`config.mk`:
```
export PLATFORM = sky130hd
export DESIGN_NAME = vec_cache_dataram_flat
export DESIGN_NICKNAME = d
export VERILOG_FILES = /design/src/common/vec_cache_pkg.sv /design/src/common/vec_cache_if.sv /design/src/vec_cache_dataram.sv /design/src/flat_wrapper.sv
export VERILOG_INCLUDE_DIRS = /design/src /design/src/common
export SDC_FILE = /design/constraint.sdc
export NUM_CORES = 2
export LEC_CHECK = 0
export BUFFER_PORTS_ARGS = -buffer_cell sky130_fd_sc_hd__buf_2
export CAP_MARGIN = 10
export CORE_MARGIN = 4
export CORE_UTILIZATION = 40
export DETAILED_ROUTE_END_ITERATION = 6
export GPL_TIMING_DRIVEN = 1
export PLACE_DENSITY = 0.62
export SYNTH_ARGS = -nofsm -noshare
export SYNTH_HDL_FRONTEND = slang
export SYNTH_MEMORY_MAX_BITS = 65536
export SYNTH_SLANG_ARGS = --single-unit
```
`constraint.sdc`:
```
create_clock -name clk -period 2.2 [get_ports clk]
set_input_delay 0 -clock clk [delete_from_list [all_inputs] [get_ports clk]]
set_output_delay 0 -clock clk [all_outputs]
set_load 0.005 [all_outputs]
```
`src/common/vec_cache_consts.svh`:
```
`ifndef VEC_CACHE_CONSTS_SVH
`define VEC_CACHE_CONSTS_SVH

// ----------------------------------------
// data RAM
// ----------------------------------------
`define VC_DATA_WIDTH       64
`define VC_RAM_DEPTH        64

// request accept to data at RAM output
`define VC_READ_SRAM_DELAY  4

// ----------------------------------------
// read data buffer
// ----------------------------------------
// split evenly over the two ping-pong banks
`define VC_RDB_ENTRY_NUM    16

// ids carried with each read
`define VC_ROB_ID_WIDTH     5
`define VC_TXNID_WIDTH      8

`endif

```
`src/common/vec_cache_pkg.sv`:
```
`default_nettype none

`include "vec_cache_consts.svh"

package vec_cache_pkg;

    // ----------------------------------------
    // per-read metadata
    // ----------------------------------------
    // travels with the line from request to upstream port
    typedef struct packed {
        logic [`VC_ROB_ID_WIDTH-1:0] rob_entry_id;
        logic [`VC_TXNID_WIDTH-1:0]  txnid;
    } rd_meta_t;

    // ----------------------------------------
    // ping-pong bank select
    // ----------------------------------------
    typedef enum logic {
        BANK0 = 1'b0,
        BANK1 = 1'b1
    } rdb_bank_e;

endpackage

`default_nettype wire

```
`src/common/vec_cache_if.sv`:
```
`default_nettype none

`include "vec_cache_consts.svh"

// read request into the data RAM
interface rd_req_if;
    import vec_cache_pkg::*;

    logic                             vld;
    logic                             rdy;
    logic [$clog2(`VC_RAM_DEPTH)-1:0] addr;
    rd_meta_t                         meta;

    modport src (output vld, output addr, output meta, input rdy);
    modport ram (input vld, input addr, input meta, output rdy);
endinterface

// RAM response towards the RDB, no ready on this path
interface ram_rsp_if;
    import vec_cache_pkg::*;

    logic                      vld;
    logic [`VC_DATA_WIDTH-1:0] data;
    rd_meta_t                  meta;
    logic                      entry_free;

    modport ram (output vld, output data, output meta, input entry_free);
    modport rdb (input vld, input data, input meta, output entry_free);
endinterface

`default_nettype wire

```
`src/vec_cache_dataram.sv`:
```
`default_nettype none

`include "vec_cache_consts.svh"

module vec_cache_dataram (
    input  logic                             clk,
    input  logic                             rst_n,
    rd_req_if.ram                            req,
    ram_rsp_if.ram                           rsp,
    input  logic                             fill_en,
    input  logic [$clog2(`VC_RAM_DEPTH)-1:0] fill_addr,
    input  logic [`VC_DATA_WIDTH-1:0]        fill_data
);
    import vec_cache_pkg::*;

    localparam int DLY      = `VC_READ_SRAM_DELAY;
    localparam int CREDIT_W = $clog2(`VC_RDB_ENTRY_NUM) + 1;

    logic [`VC_DATA_WIDTH-1:0] mem [`VC_RAM_DEPTH];
    logic                      accept;
    logic [CREDIT_W-1:0]       credit;
    logic [DLY-1:0]            pipe_vld;
    logic [`VC_DATA_WIDTH-1:0] pipe_data [DLY];
    rd_meta_t                  pipe_meta [DLY];

    assign accept  = req.vld && req.rdy;
    assign req.rdy = (credit != '0);

    // ----------------------------------------
    // storage and read pipeline
    // ----------------------------------------
    always_ff @(posedge clk) begin
        if (fill_en) begin
            mem[fill_addr] <= fill_data;
        end
    end

    always_ff @(posedge clk or negedge rst_n) begin
        if (!rst_n) begin
            pipe_vld <= '0;
        end else begin
            pipe_vld <= {pipe_vld[DLY-2:0], accept};
        end
    end

    // payload shifts every cycle, qualified by pipe_vld
    always_ff @(posedge clk) begin
        pipe_data[0] <= mem[req.addr];
        pipe_meta[0] <= req.meta;
        for (int i = 1; i < DLY; i++) begin
            pipe_data[i] <= pipe_data[i-1];
            pipe_meta[i] <= pipe_meta[i-1];
        end
    end

    assign rsp.vld  = pipe_vld[DLY-1];
    assign rsp.data = pipe_data[DLY-1];
    assign rsp.meta = pipe_meta[DLY-1];

    // ----------------------------------------
    // request credits
    // ----------------------------------------
    // one credit per RDB entry, returned on entry_free
    always_ff @(posedge clk or negedge rst_n) begin
        if (!rst_n) begin
            credit <= CREDIT_W'(`VC_RDB_ENTRY_NUM);
        end else begin
            credit <= credit - CREDIT_W'(accept) + CREDIT_W'(rsp.entry_free);
        end
    end

    // an underflow would wrap above the entry count as well
    assert property (@(posedge clk) disable iff (!rst_n)
        credit <= CREDIT_W'(`VC_RDB_ENTRY_NUM));

endmodule

`default_nettype wire

```
`src/flat_wrapper.sv`:
```
// flat-port wrapper written by rule: the top's interface ports become plain ports
module vec_cache_dataram_flat import vec_cache_pkg::*;
  (clk, rst_n, fill_en, fill_addr, fill_data, req_vld, req_addr, req_meta, req_rdy, rsp_vld, rsp_data, rsp_meta, rsp_entry_free);
  rd_req_if req_i ();
  ram_rsp_if rsp_i ();
  input  logic clk;
  input  logic rst_n;
  input  logic fill_en;
  input  logic [$clog2(`VC_RAM_DEPTH)-1:0] fill_addr;
  input  logic [`VC_DATA_WIDTH-1:0] fill_data;
  input wire logic [$bits(req_i.vld)-1:0] req_vld;
  input wire logic [$bits(req_i.addr)-1:0] req_addr;
  input wire logic [$bits(req_i.meta)-1:0] req_meta;
  output wire logic [$bits(req_i.rdy)-1:0] req_rdy;
  output wire logic [$bits(rsp_i.vld)-1:0] rsp_vld;
  output wire logic [$bits(rsp_i.data)-1:0] rsp_data;
  output wire logic [$bits(rsp_i.meta)-1:0] rsp_meta;
  input wire logic [$bits(rsp_i.entry_free)-1:0] rsp_entry_free;
  assign req_i.vld = req_vld;
  assign req_i.addr = req_addr;
  assign req_i.meta = req_meta;
  assign req_rdy = req_i.rdy;
  assign rsp_vld = rsp_i.vld;
  assign rsp_data = rsp_i.data;
  assign rsp_meta = rsp_i.meta;
  assign rsp_i.entry_free = rsp_entry_free;
  vec_cache_dataram u_core (.clk(clk), .rst_n(rst_n), .req(req_i), .rsp(rsp_i), .fill_en(fill_en), .fill_addr(fill_addr), .fill_data(fill_data));
endmodule
```
==> flow_metrics.tcl <==
set metrics [dict create \
    run_status "finished, violations left" \
    failed_checks "setup timing" \
    max_transition_margin_pct 23.3 \
    synth_seq_cells 4413 \
    clk_root_buffer_cell "sky130_fd_sc_hd__clkbuf_16" \
    required_ns 3.11 \
    multiInputGateArea_sq_um 30300 \
    initial_core_util_pct 40.3 \
    drv.max_cap_violation_count 0 \
    grt.total_usage_pct 21.7 \
    firstDrtPassIters 5 \
    hpwlAfterDp_microns 271000 \
    async_set_reset_flop_share_out_of_synthesis_pct 0.204 \
    design.final.nets 8211 \
    dieHeight_microns 643 \
    tritoncts "done" \
    fillCellCount 32000 \
    power_switching_w 0.0383 \
    crit_type "flip-flop to flip-flop" \
    synth.avg_cell_area_sq_um 23.0 \
    io-pin-count 173 \
    cpMaxStageDelayCell "sky130_fd_sc_hd__dfrtp_1" \
    numPlacedInstances 12800 \
    comb_power_share_pct 5.3 \
    netlist_area_sq_um 161000 \
    internal_power_w 0.139 \
    design.core.area_sq_um 400000 \
    via_count_of_the_first_global_routing_pass 82200 \
    clock_power_share_pct 42.0 \
    routedWlPerCell_microns 33.2 \
    yosysSeqAreaShare_pct 80.3 \
    grt_setup_unrepaired "yes" \
    whs_path_depth 2 \
    timing.reg2reg.worst_path_depth 14 \
    clock_latency_ns 1.02 \
    worst_pin_slew_ns 1.15 \
    register_area_sq_um 129000 \
    timing.hold.worst.start "fill_data[13]" \
    placement.io_buffers 172 \
    worst_ir_drop_vdd_mv 0.698 \
    ys.warnings.count 0 \
    die-width_microns 643 \
    critical_path.endpoint_type "flip-flop" \
    hold-worst-slack_ns 0.0608 \
    power.density_cell_area_nw_per_um2 924 \
    share_of_the_clock_period_used_by_the_worst_path_after_layout_pct 103 \
    period_minus_slack_ns 2.27 \
    weighted_congestion_reported_at_the_end_of_routability_driven_placement 0.820 \
    antenna_found_initial 43 \
    timing.critical_path.arrival_ns 3.18 \
    detailedPlace.worstSlack_ns -0.450 \
    worstPathCellList "inv_2 -> ha_4 -> nand3_4 -> and2_4 -> ha_4 -> inv_4 -> ha_4 -> inv_2 -> fa_2 -> inv_2 -> a21oi_2 -> nor2_1 -> nor2_1 -> xnor2_1" \
    drt_drc_violations_left 0 \
    timing.fmax_mhz 440 \
    setup_viol 1 \
    grt_max_degree 65 \
    count_of_clock_tree_sinks 4413 \
    vias_per_std_cell 5.91 \
    min-delay-path-class "input pin to flip-flop" \
    synth_cell_type_count 49 \
    critical-path-max-stage-delay_ns 0.41 \
    worst_slack_ns -0.0731 \
    critical_path.startpoint_type "flip-flop" \
    tritoncts.num_buffers 436 \
    share_seq_of_total_power_pct 52.8 \
    postSynthCellCount 7018 \
    placement_rows 232 \
    timing_max_transition_violations_final 0 \
    drive_above_1_share_pct 31.3 \
    timing_hold_violations_final 0 \
    first_iter_violations 11400 \
    detailroute.via_count 81500 \
    clock_transition_at_the_registers_of_the_reported_paths_ns 0.06 \
    timing.rr.start "u_core.credit[2]" \
    worst_r2r_endpoint "u_core.credit[4]" \
    synth_flop_cell "sky130_fd_sc_hd__edfxtp_1" \
    power_leakage_nw 61.4 \
    route.final.wire_length_microns 458000 \
    hold_end "u_core.mem[15][13]" \
    clock_tree.htree_level_count 5 \
    syn-num-nets 7119 \
    critical_path_peak_fanout 2 \
    design.die.area_sq_um 413000 \
    cts_max_path_buffers 4 \
    final_cells 13800 \
    fin_worst_skew_ns 0.0692 \
    drtAntennaViolNets 0 \
    synth_edf_count 4096 \
    globalRoute.totalOverflow 0 \
    area_delta_synth_final_pct 19.1 \
    r2r_slack_ns -0.07 \
    first_pass_grt_wire_length_microns 639000 \
    swShare_pct 21.6 \
]
[synthesized netlist by cell type (9+ instances only)]
cell type | count | share of area, %
sky130_fd_sc_hd__a211oi_1 | 16 | 0.075
sky130_fd_sc_hd__a21oi_1 | 40 | 0.12
sky130_fd_sc_hd__dfxtp_1 | 308 | 3.8
sky130_fd_sc_hd__o22a_1 | 55 | 0.30
sky130_fd_sc_hd__edfxtp_1 | 4096 | 76
sky130_fd_sc_hd__nor2b_1 | 15 | 0.058
sky130_fd_sc_hd__o22ai_1 | 295 | 1.1
sky130_fd_sc_hd__buf_1 | 30 | 0.070
sky130_fd_sc_hd__buf_2 | 118 | 0.37
sky130_fd_sc_hd__nor2_1 | 155 | 0.36
sky130_fd_sc_hd__o21ai_0 | 87 | 0.27
sky130_fd_sc_hd__buf_4 | 87 | 0.41
sky130_fd_sc_hd__inv_1 | 10 | 0.023
sky130_fd_sc_hd__mux4_2 | 967 | 14
sky130_fd_sc_hd__a22oi_1 | 9 | 0.042
sky130_fd_sc_hd__nor4_1 | 55 | 0.21
sky130_fd_sc_hd__nor3_1 | 78 | 0.24
sky130_fd_sc_hd__nand2_1 | 123 | 0.29
sky130_fd_sc_hd__buf_6 | 25 | 0.17
sky130_fd_sc_hd__mux2i_1 | 133 | 0.83
sky130_fd_sc_hd__o221ai_1 | 75 | 0.41
sky130_fd_sc_hd__clkbuf_1 | 115 | 0.27
sky130_fd_sc_hd__a31oi_1 | 49 | 0.19
[registers in the layout (all words and copies together) (netlist names)]
register	cells
u_core.mem	4096
u_core.credit	5
u_core.pipe_meta	52
u_core.pipe_data	256
u_core.pipe_vld	4
[metal layers]
layer	wire length, microns	share of wire [%]	global-route usage [%]	up-vias
met3	42000	9.2	3.93	714
met2	218000	48	34.6	4439
met5	81	0.018	0	-
met1	182000	40	30.6	44200
met4	15400	3.4	6.62	12
li1	-	-	-	32100
[power by group through the flow]
stage	Combinational (W)	Sequential (W)	Clock, W
CTS	0.00938	0.0937	0.0756
global placement	0.00887	0.0954	0
global route	0.00988	0.0937	0.0792
detailed placement	0.00897	0.0954	0
floorplan	0.00438	0.0950	0
finish	0.00936	0.0936	0.0744
[cell usage in the layout, fill, tap and decap left out, types with 6 or more instances in the layout]
cell type                       Yosys  layout
sky130_fd_sc_hd__dlygate4sd3_1      0     121
sky130_fd_sc_hd__dfrtp_1            8       8
sky130_fd_sc_hd__o22a_1            55      55
sky130_fd_sc_hd__buf_2            118     166
sky130_fd_sc_hd__o21ai_0           87      87
sky130_fd_sc_hd__clkinv_16          0      13
sky130_fd_sc_hd__clkbuf_16          0     446
sky130_fd_sc_hd__a2bb2oi_1          8       8
sky130_fd_sc_hd__clkinv_4           0      11
sky130_fd_sc_hd__edfxtp_1        4096    4096
sky130_fd_sc_hd__mux2i_1          133     133
sky130_fd_sc_hd__mux4_2           967     967
sky130_fd_sc_hd__nand2_1          123     116
sky130_fd_sc_hd__a22oi_1            9       9
sky130_fd_sc_hd__o22ai_1          295     295
sky130_fd_sc_hd__diode_2            0      34
sky130_fd_sc_hd__clkbuf_1         115      79
sky130_fd_sc_hd__nor2_4             0      64
sky130_fd_sc_hd__nand2_4            0       6
sky130_fd_sc_hd__buf_4             87     467
sky130_fd_sc_hd__clkbuf_8           0      47
sky130_fd_sc_hd__buf_12             0     274
sky130_fd_sc_hd__a21oi_1           40      39
sky130_fd_sc_hd__a211oi_1          16      16
sky130_fd_sc_hd__nor3_1            78      78
sky130_fd_sc_hd__dfxtp_1          308     308
sky130_fd_sc_hd__clkinvlp_4         0      15
sky130_fd_sc_hd__nor4_1            55      55
sky130_fd_sc_hd__inv_6              0       9
sky130_fd_sc_hd__nor2_1           155      91
sky130_fd_sc_hd__a31oi_1           49      49
sky130_fd_sc_hd__nor2b_1           15      15
sky130_fd_sc_hd__bufinv_16          0      27
sky130_fd_sc_hd__clkinv_1           0      58
sky130_fd_sc_hd__clkinv_2           0     103
sky130_fd_sc_hd__o221ai_1          75      75
sky130_fd_sc_hd__nand3_1            8       6
[cells by family after synthesis]
family	after synthesis	synth area share [%]
flip-flops	4413	80.3
multiplexers	1100	14.3
AO/OA/AOI/OAI	643	2.64
AND/OR/NAND/NOR	464	1.31
buffers and inverters	387	1.32
adder cells (fa/ha/maj)	7	0.0590
XOR/XNOR	4	0.0217
[repair_timing]
item | in CTS | in global routing
endpoints found under the setup margin | 2 | 164
pin swaps | 8 | 7
setup buffers | 4 | 6
gates resized for setup | 15 | 1
hold endpoints to repair | 6100 | 0
hold buffers | 122 | 0
[layout make-up]
cell class	count	area share, %
flip-flops and latches	4413	67.4
multi-input cells	2218	15.8
clock buffers	572	6.31
repair buffers	1030	5.76
well taps	5265	3.43
clock inverters	249	1.26
diodes	34	0.0443
inverters	11	0.0241
[through the flow]
| stage | TNS [ns] | cell area, sq um | total power [W] | util [%] |
|---|---|---|---|---|
| floorplan | -1920.89 | 161000 | 0.0994 | - |
| global placement | -2.45 | 176000 | 0.104 | 44.0 |
| detailed placement | -2.14 | 176000 | 0.104 | 44.0 |
| CTS | -0.164 | 192000 | 0.179 | 47.9 |
| global route | -0.171 | 192000 | 0.183 | 47.9 |
| finish | -0.0731 | 192000 | 0.177 | 48.0 |
[worst max path at each step]
stage | startpoint | endpoint | cells after the start
final | u_core.credit[2] | u_core.credit[4] | 14
after global routing | u_core.credit[2] | u_core.credit[4] | 14
after CTS | u_core.credit[2] | u_core.credit[4] | 14
after detailed placement | u_core.credit[2] | u_core.credit[4] | 14
after global placement | u_core.credit[3] | u_core.credit[4] | 14
after floorplan | fill_addr[3] | u_core.mem[0][0] | 4
[worst max-delay path, delay by kind of cell, from the launching register on]
kind / cells / cell delay, ns
compound gates: 1 / 0.06
xor+xnor: 1 / 0.19
fa+ha+maj: 4 / 0.83
buf+inv: 4 / 0.27
flops: 1 / 0.41
simple gates: 4 / 0.40
Note: power is estimated with default switching activity, not from simulation.
