<file path="config.mk">
export PLATFORM = sky130hd
export DESIGN_NAME = vec_cache_rdb_agent_flat
export DESIGN_NICKNAME = d
export VERILOG_FILES = /design/src/common/vec_cache_pkg.sv /design/src/common/vec_cache_if.sv /design/src/rdb/vec_cache_pre_alloc_one.sv /design/src/rdb/vec_cache_rdb_bank.sv /design/src/rdb/vec_cache_rdb_agent.sv /design/src/flat_wrapper.sv
export VERILOG_INCLUDE_DIRS = /design/src /design/src/common
export SDC_FILE = /design/constraint.sdc
export NUM_CORES = 2
export LEC_CHECK = 0
export BUFFER_PORTS_ARGS = -buffer_cell sky130_fd_sc_hd__buf_2
export CORE_MARGIN = 8
export CORE_UTILIZATION = 50
export CTS_CLUSTER_DIAMETER = 40
export DETAILED_ROUTE_END_ITERATION = 10
export PLACE_DENSITY = 0.66
export SYNTH_ARGS = -nofsm -noshare
export SYNTH_HDL_FRONTEND = slang
export SYNTH_SLANG_ARGS = --single-unit
</file>
<file path="constraint.sdc">
create_clock -name clk -period 9.1 [get_ports clk]
set_input_delay 0.91 -clock clk [delete_from_list [all_inputs] [get_ports clk]]
set_output_delay 0.91 -clock clk [all_outputs]
set_load 0.02 [all_outputs]
</file>
<file path="src/common/vec_cache_consts.svh">
`ifndef VEC_CACHE_CONSTS_SVH
`define VEC_CACHE_CONSTS_SVH

// ----------------------------------------
// data RAM
// ----------------------------------------
`define VC_DATA_WIDTH       64
`define VC_RAM_DEPTH        64

// request accept to data at RAM output
`define VC_READ_SRAM_DELAY  4

// ----------------------------------------
// read data buffer
// ----------------------------------------
// split evenly over the two ping-pong banks
`define VC_RDB_ENTRY_NUM    16

// ids carried with each read
`define VC_ROB_ID_WIDTH     5
`define VC_TXNID_WIDTH      8

`endif

</file>
<file path="src/common/vec_cache_pkg.sv">
`default_nettype none

`include "vec_cache_consts.svh"

package vec_cache_pkg;

    // ----------------------------------------
    // per-read metadata
    // ----------------------------------------
    // travels with the line from request to upstream port
    typedef struct packed {
        logic [`VC_ROB_ID_WIDTH-1:0] rob_entry_id;
        logic [`VC_TXNID_WIDTH-1:0]  txnid;
    } rd_meta_t;

    // ----------------------------------------
    // ping-pong bank select
    // ----------------------------------------
    typedef enum logic {
        BANK0 = 1'b0,
        BANK1 = 1'b1
    } rdb_bank_e;

endpackage

`default_nettype wire

</file>
<file path="src/common/vec_cache_if.sv">
`default_nettype none

`include "vec_cache_consts.svh"


// RAM response towards the RDB, no ready on this path
interface ram_rsp_if;
    import vec_cache_pkg::*;

    logic                      vld;
    logic [`VC_DATA_WIDTH-1:0] data;
    rd_meta_t                  meta;
    logic                      entry_free;

    modport ram (output vld, output data, output meta, input entry_free);
    modport rdb (input vld, input data, input meta, output entry_free);
endinterface

`default_nettype wire

</file>
<file path="src/rdb/vec_cache_pre_alloc_one.sv">
`default_nettype none

module vec_cache_pre_alloc_one #(
    parameter int ENTRY_NUM = 8
) (
    input  logic                         clk,
    input  logic                         rst_n,
    input  logic [ENTRY_NUM-1:0]         v_in_vld,
    output logic [ENTRY_NUM-1:0]         v_in_rdy,
    output logic                         out_vld,
    input  logic                         out_rdy,
    output logic [$clog2(ENTRY_NUM)-1:0] out_index
);

    localparam int IDX_W = $clog2(ENTRY_NUM);

    logic                 take;
    logic [ENTRY_NUM-1:0] cand;
    logic                 cand_any;
    logic [IDX_W-1:0]     cand_idx;

    assign take = out_vld && out_rdy;

    // claim the offered entry when it is taken
    always_comb begin
        v_in_rdy = '0;
        if (take) begin
            v_in_rdy[out_index] = 1'b1;
        end
    end

    // the claimed entry is still marked idle this cycle
    assign cand = v_in_vld & ~v_in_rdy;

    // lowest idle entry
    always_comb begin
        cand_any = 1'b0;
        cand_idx = '0;
        for (int i = ENTRY_NUM - 1; i >= 0; i--) begin
            if (cand[i]) begin
                cand_any = 1'b1;
                cand_idx = IDX_W'(i);
            end
        end
    end

    always_ff @(posedge clk or negedge rst_n) begin
        if (!rst_n) begin
            out_vld   <= 1'b0;
            out_index <= '0;
        end else if (!out_vld || take) begin
            out_vld   <= cand_any;
            out_index <= cand_idx;
        end
    end

endmodule

`default_nettype wire

</file>
<file path="src/rdb/vec_cache_rdb_bank.sv">
`default_nettype none

module vec_cache_rdb_bank #(
    parameter int ADDR_WIDTH = 3,
    parameter int DATA_WIDTH = 64
) (
    input  logic                  clk,
    input  logic                  en,
    input  logic                  wr_en,
    input  logic [ADDR_WIDTH-1:0] addr,
    input  logic [DATA_WIDTH-1:0] wr_data,
    output logic [DATA_WIDTH-1:0] rd_data
);

    logic [DATA_WIDTH-1:0] mem [2**ADDR_WIDTH];

    // single port, read data one cycle after a read enable
    always_ff @(posedge clk) begin
        if (en) begin
            if (wr_en) begin
                mem[addr] <= wr_data;
            end else begin
                rd_data <= mem[addr];
            end
        end
    end

endmodule

`default_nettype wire

</file>
<file path="src/rdb/vec_cache_rdb_agent.sv">
`default_nettype none

`include "vec_cache_consts.svh"

module vec_cache_rdb_agent (
    input  logic                         clk,
    input  logic                         rst_n,
    ram_rsp_if.rdb                       rsp,
    input  logic                         us_rdy,
    output logic                         us_data_vld,
    output logic [`VC_DATA_WIDTH-1:0]    us_data,
    output vec_cache_pkg::rd_meta_t      us_meta,
    output logic                         us_done,
    output logic [`VC_ROB_ID_WIDTH-1:0]  us_done_idx
);
    import vec_cache_pkg::*;

    localparam int BANK_ENTRY = `VC_RDB_ENTRY_NUM / 2;
    localparam int IDX_W      = $clog2(BANK_ENTRY);
    localparam int Q_DEPTH    = `VC_RDB_ENTRY_NUM;
    localparam int Q_PTR_W    = $clog2(Q_DEPTH);

    typedef struct packed {
        rdb_bank_e        bank;
        logic [IDX_W-1:0] idx;
        rd_meta_t         meta;
    } rdq_entry_t;

    rdb_bank_e                 wr_sel;
    logic                      alloc_vld [2];
    logic [IDX_W-1:0]          alloc_idx [2];
    logic [`VC_DATA_WIDTH-1:0] bank_rd_data [2];

    rdq_entry_t                q_mem [Q_DEPTH];
    rdq_entry_t                q_push;
    rdq_entry_t                q_head;
    logic [Q_PTR_W-1:0]        q_wr_ptr;
    logic [Q_PTR_W-1:0]        q_rd_ptr;
    logic [Q_PTR_W:0]          q_cnt;

    logic                      rd_go;
    logic                      out_vld;
    rdb_bank_e                 out_bank;

    // writes own both banks for the cycle
    assign rd_go          = (q_cnt != '0) && us_rdy && !rsp.vld;
    assign rsp.entry_free = rd_go;

    always_ff @(posedge clk or negedge rst_n) begin
        if (!rst_n) begin
            wr_sel <= BANK0;
        end else if (rsp.vld) begin
            wr_sel <= (wr_sel == BANK0) ? BANK1 : BANK0;
        end
    end

    // ----------------------------------------
    // per-bank allocation and storage
    // ----------------------------------------
    for (genvar b = 0; b < 2; b++) begin : g_bank
        logic [BANK_ENTRY-1:0] idle;
        logic [BANK_ENTRY-1:0] claim;
        logic                  wr_hit;
        logic                  rd_hit;

        assign wr_hit = rsp.vld && (wr_sel == rdb_bank_e'(b));
        assign rd_hit = rd_go && (q_head.bank == rdb_bank_e'(b));

        // entry goes busy on claim, idle again once read out
        always_ff @(posedge clk or negedge rst_n) begin
            if (!rst_n) begin
                idle <= '1;
            end else if (wr_hit) begin
                idle <= idle & ~claim;
            end else if (rd_hit) begin
                idle[q_head.idx] <= 1'b1;
            end
        end

        vec_cache_pre_alloc_one #(
            .ENTRY_NUM (BANK_ENTRY)
        ) u_pre_alloc (
            .clk       (clk),
            .rst_n     (rst_n),
            .v_in_vld  (idle),
            .v_in_rdy  (claim),
            .out_vld   (alloc_vld[b]),
            .out_rdy   (wr_hit),
            .out_index (alloc_idx[b])
        );

        vec_cache_rdb_bank #(
            .ADDR_WIDTH (IDX_W),
            .DATA_WIDTH (`VC_DATA_WIDTH)
        ) u_bank (
            .clk     (clk),
            .en      (wr_hit || rd_hit),
            .wr_en   (wr_hit),
            .addr    (wr_hit ? alloc_idx[b] : q_head.idx),
            .wr_data (rsp.data),
            .rd_data (bank_rd_data[b])
        );
    end

    // ----------------------------------------
    // readout queue, in arrival order
    // ----------------------------------------
    assign q_push.bank = wr_sel;
    assign q_push.idx  = alloc_idx[wr_sel];
    assign q_push.meta = rsp.meta;
    assign q_head      = q_mem[q_rd_ptr];

    always_ff @(posedge clk) begin
        if (rsp.vld) begin
            q_mem[q_wr_ptr] <= q_push;
        end
    end

    always_ff @(posedge clk or negedge rst_n) begin
        if (!rst_n) begin
            q_wr_ptr <= '0;
            q_rd_ptr <= '0;
            q_cnt    <= '0;
        end else begin
            if (rsp.vld) begin
                q_wr_ptr <= q_wr_ptr + 1'b1;
            end
            if (rd_go) begin
                q_rd_ptr <= q_rd_ptr + 1'b1;
            end
            q_cnt <= q_cnt + (Q_PTR_W + 1)'(rsp.vld) - (Q_PTR_W + 1)'(rd_go);
        end
    end

    // ----------------------------------------
    // upstream output
    // ----------------------------------------
    always_ff @(posedge clk or negedge rst_n) begin
        if (!rst_n) begin
            out_vld <= 1'b0;
        end else begin
            out_vld <= rd_go;
        end
    end

    always_ff @(posedge clk) begin
        if (rd_go) begin
            out_bank    <= q_head.bank;
            us_meta     <= q_head.meta;
            us_done_idx <= q_head.meta.rob_entry_id;
        end
    end

    assign us_data_vld = out_vld;
    assign us_done     = out_vld;
    assign us_data     = bank_rd_data[out_bank];

    // credits in the RAM must keep a free entry ready for every response
    assert property (@(posedge clk) disable iff (!rst_n)
        rsp.vld |-> alloc_vld[wr_sel]);

    // push while full would overwrite the oldest line
    assert property (@(posedge clk) disable iff (!rst_n)
        rsp.vld |-> (q_cnt < (Q_PTR_W + 1)'(Q_DEPTH)));

endmodule

`default_nettype wire

</file>
<file path="src/flat_wrapper.sv">
// flat-port wrapper written by rule: the top's interface ports become plain ports
module vec_cache_rdb_agent_flat import vec_cache_pkg::*;
  (clk, rst_n, us_rdy, us_data_vld, us_data, us_meta, us_done, us_done_idx, rsp_vld, rsp_data, rsp_meta, rsp_entry_free);
  ram_rsp_if rsp_i ();
  input  logic clk;
  input  logic rst_n;
  input  logic us_rdy;
  output logic us_data_vld;
  output logic [`VC_DATA_WIDTH-1:0] us_data;
  output vec_cache_pkg::rd_meta_t us_meta;
  output logic us_done;
  output logic [`VC_ROB_ID_WIDTH-1:0] us_done_idx;
  input wire logic [$bits(rsp_i.vld)-1:0] rsp_vld;
  input wire logic [$bits(rsp_i.data)-1:0] rsp_data;
  input wire logic [$bits(rsp_i.meta)-1:0] rsp_meta;
  output wire logic [$bits(rsp_i.entry_free)-1:0] rsp_entry_free;
  assign rsp_i.vld = rsp_vld;
  assign rsp_i.data = rsp_data;
  assign rsp_i.meta = rsp_meta;
  assign rsp_entry_free = rsp_i.entry_free;
  vec_cache_rdb_agent u_core (.clk(clk), .rst_n(rst_n), .rsp(rsp_i), .us_rdy(us_rdy), .us_data_vld(us_data_vld), .us_data(us_data), .us_meta(us_meta), .us_done(us_done), .us_done_idx(us_done_idx));
endmodule
</file>
==> flow_summary.json <==
{
  "status": "finished clean",
  "cp_data_required_time_ns": 9.47,
  "vias": 27900,
  "syn_inst": 2859,
  "ys_seq_area_frac": 0.773,
  "slew_headroom": 0.245,
  "std_cell_rows": 124,
  "setup-violations-final": 0,
  "root_buffer": "clkbuf_16",
  "fin_ws_ns": 4.16,
  "crit_type": "register to register",
  "synth_mux_area_frac": 0.136,
  "cts_tree": "yes",
  "power.density_nw_per_um2": 384,
  "drv_cap": 0,
  "path_cells": "buf_4 -> mux2i_1 -> a22oi_2 -> nand2_2 -> a311o_1 -> and2_4 -> and3_4 -> buf_4",
  "synth_top_family_by_area": "multiplexers",
  "slowest_stage": "buf_4",
  "antenna_found_initial": 18,
  "timing.rr.start": "u_core.q_rd_ptr[0]",
  "first_pass_iters": 8,
  "finalHoldViolCount": 0,
  "ir_worst_vdd_mv": 0.426,
  "crit_top_cell": "buf_4",
  "start_util": 0.502,
  "post-cts-setup-buffers": 0,
  "synth_compound_area_frac": 0.0559,
  "finalCritPeriodShare": 0.543,
  "wl_mm": 125,
  "syn2layout_area_growth_pct": 14.5,
  "nets": 3201,
  "timing.setup.tns_ns": 0,
  "synth.avg_cell_area_um2": 20.0,
  "core_area_um2": 114000,
  "synth_area_um2": 57100,
  "place.port_buffers": 165,
  "post-place-ws_ns": 3.89,
  "r2r_cells": 8,
  "synth_ff_type": "edfxtp_1",
  "grt_start_max_net_pins": 63,
  "start_kind": "register",
  "num_io_pins": 166,
  "cts_resized": 0,
  "htree_levels": 4,
  "hpwl_mm": 65.5,
  "drive_gt1_frac": 0.233,
  "cts_hold_buf": 0,
  "cp_slowest_stage_delay_ns": 0.84,
  "route.detailed.drc": 0,
  "routed_via_density": 5.87,
  "grt_pass1_wl_mm": 185,
  "synth_cell_types": 64,
  "grt_pass1_vias": 29100,
  "regArea_um2": 44200,
  "die_area_um2": 125000,
  "cts_buffer_depth": 3,
  "gr-total-overflow": 0,
  "fmax_mhz": 202,
  "yosys.area.top_type": "edfxtp_1",
  "skew_ns": 0.0312,
  "ant_nets": 0,
  "leakage_nw": 22.5,
  "grt_setup_unrepaired": "false",
  "path_buf_inv": 2,
  "grt_util_all_layers": 0.196,
  "cts_made_buffers": 167,
  "yosys_warnings": 0,
  "wl_per_cell_um": 26.3,
  "clkTransAtPathRegs_ns": 0.06,
  "synth_xor_area_frac": 0.00184,
  "multi_input_area_um2": 12200,
  "die_x_um": 354,
  "worst_pin_slew_ns": 1.13,
  "synth-simple-area-share": 0.0148,
  "synth.area.top_cells": "edfxtp_1 76%, mux2i_1 9.2%, mux4_2 3.0%",
  "worstSetupEndpointType": "register",
  "clock-sinks": 1477,
  "fill_cells": 8317,
  "synth_fp_nets": 2951,
  "r2r_end": "u_core.g_bank[1].u_bank.mem[0][12]",
  "die_h_um": 354,
  "fin_crit_ns": 4.94,
  "drt_iter0_markers": 2363,
  "ys_async_sr_fraction": 0.0264,
  "cp_data_arrival_time_ns": 5.32,
  "synth_top_area_frac": 0.756,
  "insertion_delay_ns": 0.77,
  "synth_seq_cells": 1477,
  "place_congestion": 0.760,
  "worst_hold_path_type": "input pin to asynchronous set/reset pin",
  "cp_max_fo": 48,
  "r2r_setup_slack_ns": 4.16,
  "synthAdderAreaFrac": 0.00254,
  "slew_viol_final": 0,
  "cpLargestDelayFamily": "buffers and inverters",
  "synth_edf_count": 1438
}
==> cell usage after synthesis (12+ instances only) <==
cell / instances
nor2_1: 54
mux2i_1: 526
a21oi_1: 24
nor3_1: 15
clkbuf_1: 39
buf_4: 19
mux4_2: 75
dfstp_2: 16
dfrtp_1: 23
nand3_1: 13
a221oi_1: 63
nand2_1: 36
edfxtp_1: 1438
a22o_1: 131
mux2_2: 70
buf_2: 81
a221oi_2: 63
nand2b_1: 12
inv_1: 17
==> per-layer routing <==
layer  GRT usage  wire length [µm]
met5           0                69
met4      0.0591              2830
met3      0.0407              7300
met2       0.332             62400
met1       0.255             52700
==> power by group <==
group          total (mW)  switching (mW)  internal [mW]
Clock                6.79            2.66           4.13
Sequential           9.38           0.413           8.96
Combinational        8.99            5.36           3.64
Total                25.2            8.43           16.7
==> layout by cell type (no fill, tap or decap), types with 63 or more instances in the layout <==
master | Yosys | routed
mux4_2 | 75 | 75
edfxtp_1 | 1438 | 1438
mux2i_1 | 526 | 526
clkbuf_16 | 0 | 174
buf_2 | 81 | 165
a22o_1 | 131 | 131
a221oi_2 | 63 | 63
mux2_2 | 70 | 70
buf_4 | 19 | 76
a221oi_1 | 63 | 63
==> worst max-delay path by stage <==
stage                                   from                                   to  slack (ns)  cells after the start
after floorplan                      rsp_vld    u_core.g_bank[1].u_bank.mem[4][0]        0.55                      6
after global placement               rsp_vld  u_core.g_bank[1].u_bank.rd_data[20]        4.05                      9
after detailed placement             rsp_vld  u_core.g_bank[1].u_bank.rd_data[25]        3.89                      9
after CTS                 u_core.q_rd_ptr[0]   u_core.g_bank[1].u_bank.mem[0][12]        4.05                      8
after global routing           u_core.wr_sel  u_core.g_bank[1].u_bank.rd_data[18]        3.76                      8
final                     u_core.q_rd_ptr[0]   u_core.g_bank[1].u_bank.mem[0][12]        4.16                      8
==> cell type report <==
cell class,instances,area share
Antenna cell,10,0.000382
Clock buffer,197,0.0678
Clock inverter,103,0.0188
Inverter,17,0.000975
Multi-Input combinational cell,1205,0.187
Sequential cell,1477,0.675
Tap cell,1512,0.0289
Timing Repair Buffer,241,0.0213
==> cell families after synthesis <==
| family | after synthesis |
|---|---|
| buf+inv | 177 |
| flops | 1477 |
| fa+ha+maj | 11 |
| simple gates | 175 |
| mux | 671 |
| xor+xnor | 12 |
| compound gates | 336 |
==> state kept, by name, indices dropped and copies added (netlist names) <==
name / cells
u_core.out_bank: 1
u_core.us_data_vld: 1
u_core.q_mem: 272
u_core.wr_sel: 1
u_core.g_bank.u_pre_alloc.out_vld: 2
u_core.q_rd_ptr: 4
u_core.q_wr_ptr: 4
u_core.g_bank.u_pre_alloc.out_index: 6
u_core.g_bank.idle: 16
u_core.q_cnt: 5
u_core.g_bank.u_bank.rd_data: 128
u_core.g_bank.u_bank.mem: 1024
u_core.us_meta: 13
==> stage by stage <==
stage          instances   util  area, µm²  power (mW)  hold WS [ns]
3_5_place_dp        4452  0.525      59800        18.6         0.526
2_1_floorplan       2859      -      57100        16.2         0.498
5_1_grt             4755  0.575      65400        26.2         0.319
4_1_cts             4752  0.574      65400        25.4         0.261
6_report            4762  0.575      65400        25.2         0.268
3_3_place_gp        4452  0.525      59800        18.3         0.508
(Power assumes the default switching activity.)
